[src/pipe_consts.svh]
`ifndef PIPE_CONSTS_SVH
`define PIPE_CONSTS_SVH

`define STAGES      6 // PC, IF/ID, ID/EX, EX/MEM, MEM/WB, WB
`define REG_IDX_W   5
`define CREDIT_MAX  2 // credits per port after reset, 1..7
`define CREDIT_W    3
`define MD_CYCLES   4 // extra EX cycles of a mul/div

// stall and flush codes, bit 0 is PC
`define RAM_MEM_STALL    6'b001111
`define RAM_MEM_FLUSH    6'b010000
`define RAM_IF_STALL     6'b001111
`define RAM_IF_FLUSH     6'b000000
`define TRAP_FLUSH_STALL 6'b000010
`define TRAP_FLUSH_FLUSH 6'b001110
`define TRAP_STALL_STALL 6'b111111
`define TRAP_STALL_FLUSH 6'b001110
`define JUMP_STALL       6'b000001
`define JUMP_FLUSH       6'b000110
`define MD_STALL         6'b000111
`define MD_FLUSH         6'b001000
`define LU_STALL         6'b000011
`define LU_FLUSH         6'b000100
`define FETCH_WAIT_STALL 6'b000011
`define FETCH_WAIT_FLUSH 6'b000000
`define RESET_FLUSH      6'b011111

`endif
[src/pipe_pkg.sv]
`default_nettype none

`include "pipe_consts.svh"

package pipe_pkg;

  // one bit per pipeline register, bit 0 is PC
  typedef logic [`STAGES-1:0] stage_vec_t;

  typedef logic [`REG_IDX_W-1:0] reg_idx_t;

  // credit count of one memory port
  typedef logic [`CREDIT_W-1:0] credit_t;

  // multi-cycle mul/div sequencer
  typedef enum logic {
    MD_IDLE,
    MD_BUSY
  } md_state_t;

endpackage

`default_nettype wire

[src/pipe_ctrl_top.sv]
`timescale 1ns/1ps
`default_nettype none

module pipe_ctrl_top (
  input  wire logic            clk,
  input  wire logic            rst,
  // hazard inputs
  input  pipe_pkg::reg_idx_t   id_rs1_i,
  input  pipe_pkg::reg_idx_t   id_rs2_i,
  input  pipe_pkg::reg_idx_t   ex_rd_i,
  input  wire logic            ex_is_load_i,
  input  wire logic            ex_jump_taken_i,
  input  wire logic            md_start_i,
  // memory ports
  input  wire logic            if_req_i,
  input  wire logic            rsp_if_i,
  input  wire logic            credit_if_i,
  input  wire logic            mem_req_i,
  input  wire logic            rsp_mem_i,
  input  wire logic            credit_mem_i,
  // traps from writeback
  input  wire logic            trap_stall_i,
  input  wire logic            trap_flush_i,
  output logic                 issue_if_o,
  output logic                 issue_mem_o,
  output pipe_pkg::stage_vec_t stall_o,
  output pipe_pkg::stage_vec_t flush_o
);

  logic load_use;
  logic jump;
  logic md_busy;
  logic ram_stall_if;
  logic ram_stall_mem;
  logic fetch_wait;

  hazard_detect u_hazard (
    .clk(clk), .rst(rst),
    .id_rs1_i(id_rs1_i), .id_rs2_i(id_rs2_i), .ex_rd_i(ex_rd_i),
    .ex_is_load_i(ex_is_load_i), .ex_jump_taken_i(ex_jump_taken_i),
    .md_start_i(md_start_i),
    .load_use_o(load_use), .jump_o(jump), .md_busy_o(md_busy)
  );

  mem_credit_tracker u_credit (
    .clk(clk), .rst(rst),
    .if_req_i(if_req_i), .rsp_if_i(rsp_if_i), .credit_if_i(credit_if_i),
    .mem_req_i(mem_req_i), .rsp_mem_i(rsp_mem_i), .credit_mem_i(credit_mem_i),
    .issue_if_o(issue_if_o), .issue_mem_o(issue_mem_o),
    .ram_stall_if_o(ram_stall_if), .ram_stall_mem_o(ram_stall_mem),
    .fetch_wait_o(fetch_wait)
  );

  pipeline_control u_ctrl (
    .rst(rst),
    .ram_stall_if_i(ram_stall_if), .ram_stall_mem_i(ram_stall_mem),
    .fetch_wait_i(fetch_wait),
    .trap_stall_i(trap_stall_i), .trap_flush_i(trap_flush_i),
    .jump_i(jump), .md_busy_i(md_busy), .load_use_i(load_use),
    .stall_o(stall_o), .flush_o(flush_o)
  );

endmodule

`default_nettype wire

[src/pipeline_control.sv]
`timescale 1ns/1ps
`default_nettype none

`include "pipe_consts.svh"

module pipeline_control (
  input  wire logic          rst,
  // stall sources, listed from memory side back
  input  wire logic          ram_stall_if_i,
  input  wire logic          ram_stall_mem_i,
  input  wire logic          fetch_wait_i,
  input  wire logic          trap_stall_i,   // from WB
  input  wire logic          trap_flush_i,   // from WB
  input  wire logic          jump_i,         // from EX
  input  wire logic          md_busy_i,      // from EX
  input  wire logic          load_use_i,     // from ID
  output pipe_pkg::stage_vec_t stall_o,
  output pipe_pkg::stage_vec_t flush_o
);

  // later stage wins, memory first
  always_comb begin
    if (rst) begin
      stall_o = '0;
      flush_o = `RESET_FLUSH; // clear everything but WB
    end else if (ram_stall_mem_i) begin
      stall_o = `RAM_MEM_STALL;
      flush_o = `RAM_MEM_FLUSH; // bubble into MEM/WB
    end else if (ram_stall_if_i) begin
      stall_o = `RAM_IF_STALL;
      flush_o = `RAM_IF_FLUSH;
    end else if (trap_flush_i) begin
      // redirect to handler, drop younger instructions
      stall_o = `TRAP_FLUSH_STALL;
      flush_o = `TRAP_FLUSH_FLUSH;
    end else if (trap_stall_i) begin
      stall_o = `TRAP_STALL_STALL; // freeze the whole pipe
      flush_o = `TRAP_STALL_FLUSH;
    end else if (jump_i) begin
      stall_o = `JUMP_STALL;
      flush_o = `JUMP_FLUSH; // kill the two wrong-path fetches
    end else if (md_busy_i) begin
      stall_o = `MD_STALL;
      flush_o = `MD_FLUSH;
    end else if (load_use_i) begin
      // hold ID one cycle, bubble into EX
      stall_o = `LU_STALL;
      flush_o = `LU_FLUSH;
    end else if (fetch_wait_i) begin
      stall_o = `FETCH_WAIT_STALL;
      flush_o = `FETCH_WAIT_FLUSH;
    end else begin
      stall_o = '0;
      flush_o = '0;
    end
  end

endmodule

`default_nettype wire

[src/mem_credit_tracker.sv]
`timescale 1ns/1ps
`default_nettype none

`include "pipe_consts.svh"

module mem_credit_tracker (
  input  wire logic clk,
  input  wire logic rst,
  // fetch port
  input  wire logic if_req_i,
  input  wire logic rsp_if_i,
  input  wire logic credit_if_i,
  // data port
  input  wire logic mem_req_i,
  input  wire logic rsp_mem_i,
  input  wire logic credit_mem_i,
  output logic      issue_if_o,
  output logic      issue_mem_o,
  output logic      ram_stall_if_o,
  output logic      ram_stall_mem_o,
  output logic      fetch_wait_o
);

  import pipe_pkg::*;

  localparam int PORT_IF  = 0;
  localparam int PORT_MEM = 1;

  logic [1:0]        req;
  logic [1:0]        rsp;
  logic [1:0]        credit_ret;
  logic [1:0]        can_issue;
  logic [1:0]        outst_q;   // one response in flight per port
  credit_t [1:0]     credit_q;

  assign req        = {mem_req_i, if_req_i};
  assign rsp        = {rsp_mem_i, rsp_if_i};
  assign credit_ret = {credit_mem_i, credit_if_i};

  for (genvar p = 0; p < 2; p++) begin : g_port
    credit_t credit_sum;

    // a credit coming back this cycle can be spent at once
    assign can_issue[p] = req[p] && !outst_q[p] &&
                          ((credit_q[p] != '0) || credit_ret[p]);

    assign credit_sum = credit_q[p] + credit_t'(credit_ret[p]) - credit_t'(can_issue[p]);

    always_ff @(posedge clk) begin
      if (rst) begin
        credit_q[p] <= credit_t'(`CREDIT_MAX);
        outst_q[p]  <= 1'b0;
      end else begin
        credit_q[p] <= credit_sum; // arbiter returns only what was issued

        if (can_issue[p]) begin
          outst_q[p] <= 1'b1;
        end else if (rsp[p]) begin
          outst_q[p] <= 1'b0; // response closes the wait
        end
      end
    end
  end

  assign issue_if_o  = can_issue[PORT_IF];
  assign issue_mem_o = can_issue[PORT_MEM];

  // fetch side blocked on credit or on the previous fetch
  assign ram_stall_if_o = if_req_i && !can_issue[PORT_IF];

  // data side also waits for its own response
  assign ram_stall_mem_o = (mem_req_i && !can_issue[PORT_MEM]) ||
                           (outst_q[PORT_MEM] && !rsp_mem_i);

  assign fetch_wait_o = outst_q[PORT_IF] && !rsp_if_i;

endmodule

`default_nettype wire

[src/hazard_detect.sv]
`timescale 1ns/1ps
`default_nettype none

`include "pipe_consts.svh"

module hazard_detect (
  input  wire                logic clk,
  input  wire                logic rst,
  input  pipe_pkg::reg_idx_t id_rs1_i,
  input  pipe_pkg::reg_idx_t id_rs2_i,
  input  pipe_pkg::reg_idx_t ex_rd_i,
  input  wire                logic ex_is_load_i,
  input  wire                logic ex_jump_taken_i,
  input  wire                logic md_start_i,
  output logic               load_use_o,
  output logic               jump_o,
  output logic               md_busy_o
);

  import pipe_pkg::*;

  localparam int MD_CNT_W = $clog2(`MD_CYCLES + 1);

  md_state_t             md_state_q;
  md_state_t             md_state_d;
  logic [MD_CNT_W-1:0]   md_cnt_q; // busy cycles left after this one
  logic [MD_CNT_W-1:0]   md_cnt_d;
  logic                  rd_hit;

  // load in EX whose destination feeds the instruction in ID
  assign rd_hit     = (ex_rd_i == id_rs1_i) || (ex_rd_i == id_rs2_i);
  assign load_use_o = ex_is_load_i && (ex_rd_i != '0) && rd_hit; // x0 never hazards

  assign jump_o = ex_jump_taken_i; // resolved in EX

  always_comb begin
    md_state_d = md_state_q;
    md_cnt_d   = md_cnt_q;
    case (md_state_q)
      MD_IDLE: begin
        if (md_start_i) begin
          md_state_d = MD_BUSY;
          md_cnt_d   = MD_CNT_W'(`MD_CYCLES - 1);
        end
      end
      MD_BUSY: begin
        if (md_cnt_q == '0) begin
          md_state_d = MD_IDLE; // last busy cycle
        end else begin
          md_cnt_d = md_cnt_q - 1'b1;
        end
      end
      default: md_state_d = MD_IDLE;
    endcase
  end

  // start cycle already holds EX, then MD_CYCLES more
  assign md_busy_o = (md_state_q == MD_BUSY) || md_start_i;

  always_ff @(posedge clk) begin
    if (rst) begin
      md_state_q <= MD_IDLE;
      md_cnt_q   <= '0;
    end else begin
      md_state_q <= md_state_d;
      md_cnt_q   <= md_cnt_d;
    end
  end

endmodule

`default_nettype wire

[config.mk]
export PLATFORM = sky130hd
export DESIGN_NAME = pipe_ctrl_top
export DESIGN_NICKNAME = d
export VERILOG_FILES = /design/src/pipe_pkg.sv /design/src/pipe_ctrl_top.sv /design/src/pipeline_control.sv /design/src/mem_credit_tracker.sv /design/src/hazard_detect.sv
export VERILOG_INCLUDE_DIRS = /design/src
export SDC_FILE = /design/constraint.sdc
export NUM_CORES = 1
export LEC_CHECK = 0
export BUFFER_PORTS_ARGS = -buffer_cell sky130_fd_sc_hd__buf_2
export CAP_MARGIN = 20
export CORE_MARGIN = 2
export CORE_UTILIZATION = 41
export CTS_BUF_LIST = sky130_fd_sc_hd__clkbuf_4 sky130_fd_sc_hd__clkbuf_8 sky130_fd_sc_hd__clkbuf_16
export DETAILED_ROUTE_END_ITERATION = 12
export PLACE_DENSITY = 0.75
export SKIP_CTS_REPAIR_TIMING = 1
export SYNTH_ARGS = -nofsm -noshare
export SYNTH_HDL_FRONTEND = slang
export SYNTH_SLANG_ARGS = --single-unit
[constraint.sdc]
create_clock -name clk -period 2.7 [get_ports clk]
set_clock_uncertainty 0.1 [all_clocks]
set_input_delay 0.81 -clock clk [delete_from_list [all_inputs] [get_ports clk]]
set_output_delay 0.81 -clock clk [all_outputs]
set_load 0.05 [all_outputs]
* Word-level counts from Yosys, hierarchy flattened *
Index checks and enable logic that the tools add are counted.

operators by class
  add/sub/neg operators = 5
  equal/unequal tests = 4
  mux-type cells = 27
  bitwise logic cells = 1
  reduce and logical (&&, ||, !) cells = 28

operators by type and width
  kind                   count
  $mux W6                15
  $eq A5 B5 Y1           2
  $logic_and A1 B1 Y1    10
  $mux W3                3
  $add A3 B1 Y3          2
  $logic_not A1 Y1       6
  $mux W1                6
  $pmux W3 S2            1
  $reduce_bool A3 Y1     2
  $sub A3 B1 Y3          2
  $logic_or A1 B1 Y1     5
  $reduce_bool A5 Y1     1
  $ne A2 B2 Y1 const B   2
  $reduce_bool A2 Y1     2
  $logic_not A3 Y1       1
  $sub A3 B1 Y3 const B  1
  $mux W2                1
  $pmux W1 S2            1
  $reduce_and A2 Y1      1
  $not A1 Y1             1

word-level totals
  register bits = 12
  bits of input ports = 28
  output and inout bits = 14
  logic and storage cells = 71

* Logic depth before layout (Yosys ltp) *
  word-level depth = 11
  depth in mapped cells = 12
  depth with buffers taken out = 12

* Hierarchy *
A second synthesis with hierarchy kept.

unflattened totals
  cell total of the unflattened synthesis = 106
  area total of the unflattened synthesis = 935.9 um2

by module, submodules not included
  module              times used  cells an instance  area each (um2)  sequential area each (um2)
  mem_credit_tracker  1           43                 470.5            160.2
  hazard_detect       1           38                 310.3            80.1
  pipeline_control    1           25                 155.1            0.0

* Worst setup path after synthesis *
OpenSTA, ideal clock, no wires.

  path kind = input -> output
  from = in ex_rd_i[3]
  to = out stall_o[1]
  arrival time = 2.919 ns
  required time = 1.790 ns
  slack = -1.129 ns
  cell stages on the path = 4
  path buffers = 0
  cell sequence = xor2_1 > nor3_1 > a22oi_1 > o41ai_1

on the way
  word-level cells in the longest chain between the ends = 11
  elaborated cells between the ends (all ways) = 14
  classes of those cells = eq/ne: 2; mux: 8; reduce/logical: 4

RTL lines
  item                                                              line                                      RTL
  start: declaration                                                pipe_ctrl_top.sv:10                       input pipe_pkg::reg_idx_t ex_rd_i,
  $eq A5 B5 Y1 / $reduce_bool A5 Y1 (equally long branches)         hazard_detect.sv:31, hazard_detect.sv:32
  $logic_or A1 B1 Y1 / $logic_and A1 B1 Y1 (equally long branches)  hazard_detect.sv:31, hazard_detect.sv:32
  $logic_and A1 B1 Y1 (*)                                           hazard_detect.sv:32                       assign load_use_o = ex_is_load_i && (ex_rd_i != '0) && rd_hit;
  $mux W6 (*)                                                       pipeline_control.sv:45                    end else if (load_use_i) begin
  $mux W6 (*)                                                       pipeline_control.sv:42                    end else if (md_busy_i) begin
  $mux W6 (*)                                                       pipeline_control.sv:39                    end else if (jump_i) begin
  $mux W6 (*)                                                       pipeline_control.sv:36                    end else if (trap_stall_i) begin
  $mux W6 (*)                                                       pipeline_control.sv:32                    end else if (trap_flush_i) begin
  $mux W6 (*)                                                       pipeline_control.sv:29                    end else if (ram_stall_if_i) begin
  $mux W6 (*)                                                       pipeline_control.sv:26                    end else if (ram_stall_mem_i) begin
  $mux W6 (*)                                                       pipeline_control.sv:23                    if (rst) begin
  end: declaration                                                  pipe_ctrl_top.sv:26                       output pipe_pkg::stage_vec_t stall_o,

Mark *: on every way between the ends. The rest lies on a longest branch, timed or not.

* Worst setup path in the final report *
  from = in ex_rd_i[1]
  to = out stall_o[0]

Same word-level chain as after synthesis.

==> metrics.md <==
| Metric | Value |
|---|---|
| Leak | `0.724 nW` |
| Critical Path End Type | `output port` |
| Post-Layout Cell Count | `around 200` |
| Final WL | `2.56 mm` |
| Initial antenna violation count | `0` |
| Clk Tree Root Cell | `clkbuf_4` |
| First drt pass iteration count | `3` |
| Synth Area per Inst | `8.06 um^2` |
| Rows | `16` |
| Clock Power Share | `0.153` |
| CTS Buffer Depth | `2` |
| Area delta synth->final | `78.5%` |
| Number of vias per cell | `4.98` |
| Slew Viols, Final | `0` |
| Fin. Hold Viols | `0` |
| EDFF count, synth | `0` |
| R2R Path Start | `u_credit.credit_q[1]` |
| Number of synthesized register bits | `12` |
| Clock Latency Late Sink | `0.28 ns` |
| Starting Density | `0.447` |
| Final min period | `3.00 ns` |
| VDD IR max | `between 0.4 and 0.5 mV` |
| Total CTS buffers | `3` |
| Crit. Startpoint | `ex_rd_i[1]` |
| Number of max-cap violations | `0` |
| Switch share | `0.423` |
| Synth async-reset ratio | `0` |
| Clk sink count | `12` |
| WL met2 | `1.32 mm` |
| Post-synth top flop | `dfxtp_1` |
| WL met3 | `135 um` |
| H-tree Lvls | `1` |
| Failing checks | `negative setup slack` |
| Fmax | `between 300 and 400 MHz` |
| Reg2reg end | `u_credit.credit_q[2]` |
| Final core utilization | `0.798` |
| Worst path bufs/invs | `2` |
| Die Y | `approximately 51 um` |
| Synth cell types | `34` |
| Vias after detailed routing | `around 1000` |
| Clk slew on worst S/H paths | `around 0.08 ns` |
| Setup WS post-layout | `-0.299 ns` |
| CP startpoint kind | `input port` |
| Yosys top cell area share | `0.269` |
| CTS tree | `yes` |
| Die area | `0.00257 mm^2` |
| R2R depth | `12` |
| Critical path, cell by cell | `buf_8 > or4_4 > o21ai_4 > o2111ai_2 > a21o_2 > buf_6` |
| Global-route wire length before repair | `around 3.3 mm` |
| Pwr Total | `slightly below 1 mW` |
| Register area | `~240 um^2` |
| Top cell type by total area after synthesis | `dfxtp_1` |
| Total Nets Final | `206` |
| DRT antenna net count | `0` |
| CP Depth | `6` |
| Synth Instances | `approximately 110` |
| CP peak stage delay | `0.54 ns` |
| ANT cells | `0` |
| Uppermost routed layer | `met4` |
| Post-DP HPWL | `roughly 1.8 mm` |
| Overall Global Routing Usage | `0.171` |
| Tcrit/Tclk final | `1.11` |
| Core area | `roughly 0.0020 mm^2` |
| Top cells by area, synth | `dfxtp_1 (27%), xor2_1 (12%), ha_1 (8.4%)` |
| GP Congestion | `about 0.75` |
| Kind of critical path | `in -> out` |
| DR iter-0 viols | `3` |
| Status | `complete, but fails checks` |
| Place WS | `-0.389 ns` |
| Finish-stage setup viols | `7` |
| Post-place instance area | `approximately 0.0014 mm^2` |
| Vias in the first global route | `between 800 and 900` |
| RSZ-0062 raised after global routing | `yes` |
| Max FO, Critical Path | `3` |
| Largest net degree at the start of global routing | `13` |
| FILL cells | `between 100 and 150` |
| Footprint of the multi-input gates | `roughly 770 um^2` |
| Commonest non-fill, non-tap cell in the layout | `buf_2` |
| Net switching power | `between 0.4 and 0.5 mW` |
| Synthesized area | `~890 um^2` |
| Reg power frac | `0.292` |
| Seq/Total Area, Yosys | `0.269` |
| Die Wd | `between 50 and 60 um` |
| # DRC | `0` |
| Syn. warnings | `0` |
| Syn Nets | `about 150` |
| Worst Setup EP | `stall_o[0]` |
| P_int | `roughly 0.56 mW` |
| Buffers on Ports | `40` |
| Combinational fraction of design power | `0.555` |
| Wire per inst | `around 13 um` |
| Slowest-stage cell, CP | `or4_4` |
| Post-route cell area | `~0.0016 mm^2` |
| Met1 wire length | `approximately 1.0 mm` |
| Share of cells above drive strength 1 | `0.527` |
| Gr ovfl total | `0` |
| Most frequent cells in the layout | `buf_2 (25), nor2_1 (17), buf_6 (15), buf_4 (15)` |
| Hold_ws | `between 0.3 and 0.4 ns` |
| CP arrival | `roughly 2.1 ns` |
| Setup TNS | `-0.923 ns` |
| Placed cells | `between 150 and 200` |
| Pwr dens | `between 600 and 700 mW/mm^2` |
| Cell family with most CP delay | `simple AND/OR/NAND/NOR gates` |
| Worst Hold Class | `reg -> reg` |
| Num ports | `between 40 and 50` |
| Critical path required time | `1.79 ns` |
| Reg2Reg Setup Slack | `around 0.38 ns` |
how the worst min path moves through the flow:
stage / start / to / depth (start not counted)
floorplan: u_hazard.md_cnt_q[2] / u_hazard.md_cnt_q[2] / 2
global placement: u_hazard.md_cnt_q[1] / u_hazard.md_cnt_q[1] / 2
detailed placement: u_hazard.md_cnt_q[1] / u_hazard.md_cnt_q[1] / 2
CTS: u_hazard.md_cnt_q[1] / u_hazard.md_cnt_q[1] / 2
global route: u_hazard.md_cnt_q[2] / u_hazard.md_cnt_q[2] / 2
finish: u_hazard.md_cnt_q[1] / u_hazard.md_cnt_q[1] / 2
final cells by class:
cell class	instances	share of cell area
Multi-Input combinational cell	84	0.484
Timing Repair Buffer	59	0.295
Sequential cell	12	0.150
Inverter	10	0.0259
Clock buffer	4	0.0227
Tap cell	27	0.0212
cell usage after synthesis (2+ instances only):
cell type  count
a21o_1         2
a21oi_1        4
buf_4          3
clkbuf_1       2
dfxtp_1       12
fa_1           2
ha_1           6
inv_1         10
nand2_1        3
nand2b_1       7
nor2_1        19
nor2b_1        4
nor3_1         3
nor4_1         2
xnor2_1        2
xor2_1        12
state kept, by name, indices dropped and copies added, names as in the netlist:
signal / flops
u_hazard.md_cnt_q: 3
u_credit.credit_q: 6
u_hazard.md_state_q: 1
u_credit.outst_q: 2
worst register-to-register path, stage by stage (launching register included):
cell and delay, ns:
dfxtp_1 0.37, nor4_4 0.29, nor2_1 0.07, nand2_1 0.12
clkinvlp_4 0.12, ha_4 0.21, inv_1 0.05, ha_1 0.14
inv_1 0.06, fa_2 0.33, xor2_1 0.16, xnor2_1 0.15
nor2_1 0.05
power groups by stage:
stage	sequential [mW]	clock [mW]	combinational [mW]
after detailed placement	0.276	0	0.464
after global routing	0.291	0.167	0.598
after global placement	0.274	0	0.448
after CTS	0.272	0.153	0.471
final	0.285	0.149	0.541
after floorplan	0.268	0	0.347
cells by family after synthesis:
| family | share of synthesized area |
|---|---|
| simple gates | 0.232 |
| compound gates | 0.154 |
| buf+inv | 0.0755 |
| xor+xnor | 0.137 |
| flops | 0.269 |
| fa+ha+maj | 0.129 |
| other cells | 0.00419 |
routing by layer:
layer | GRT usage | vias to the layer above
li1 | - | 483
met1 | 0.192 | 452
met2 | 0.296 | 33
met3 | 0.0387 | 9
met4 | 0.0946 | 0
met5 | 0 | -
(Power assumes the default switching activity.)
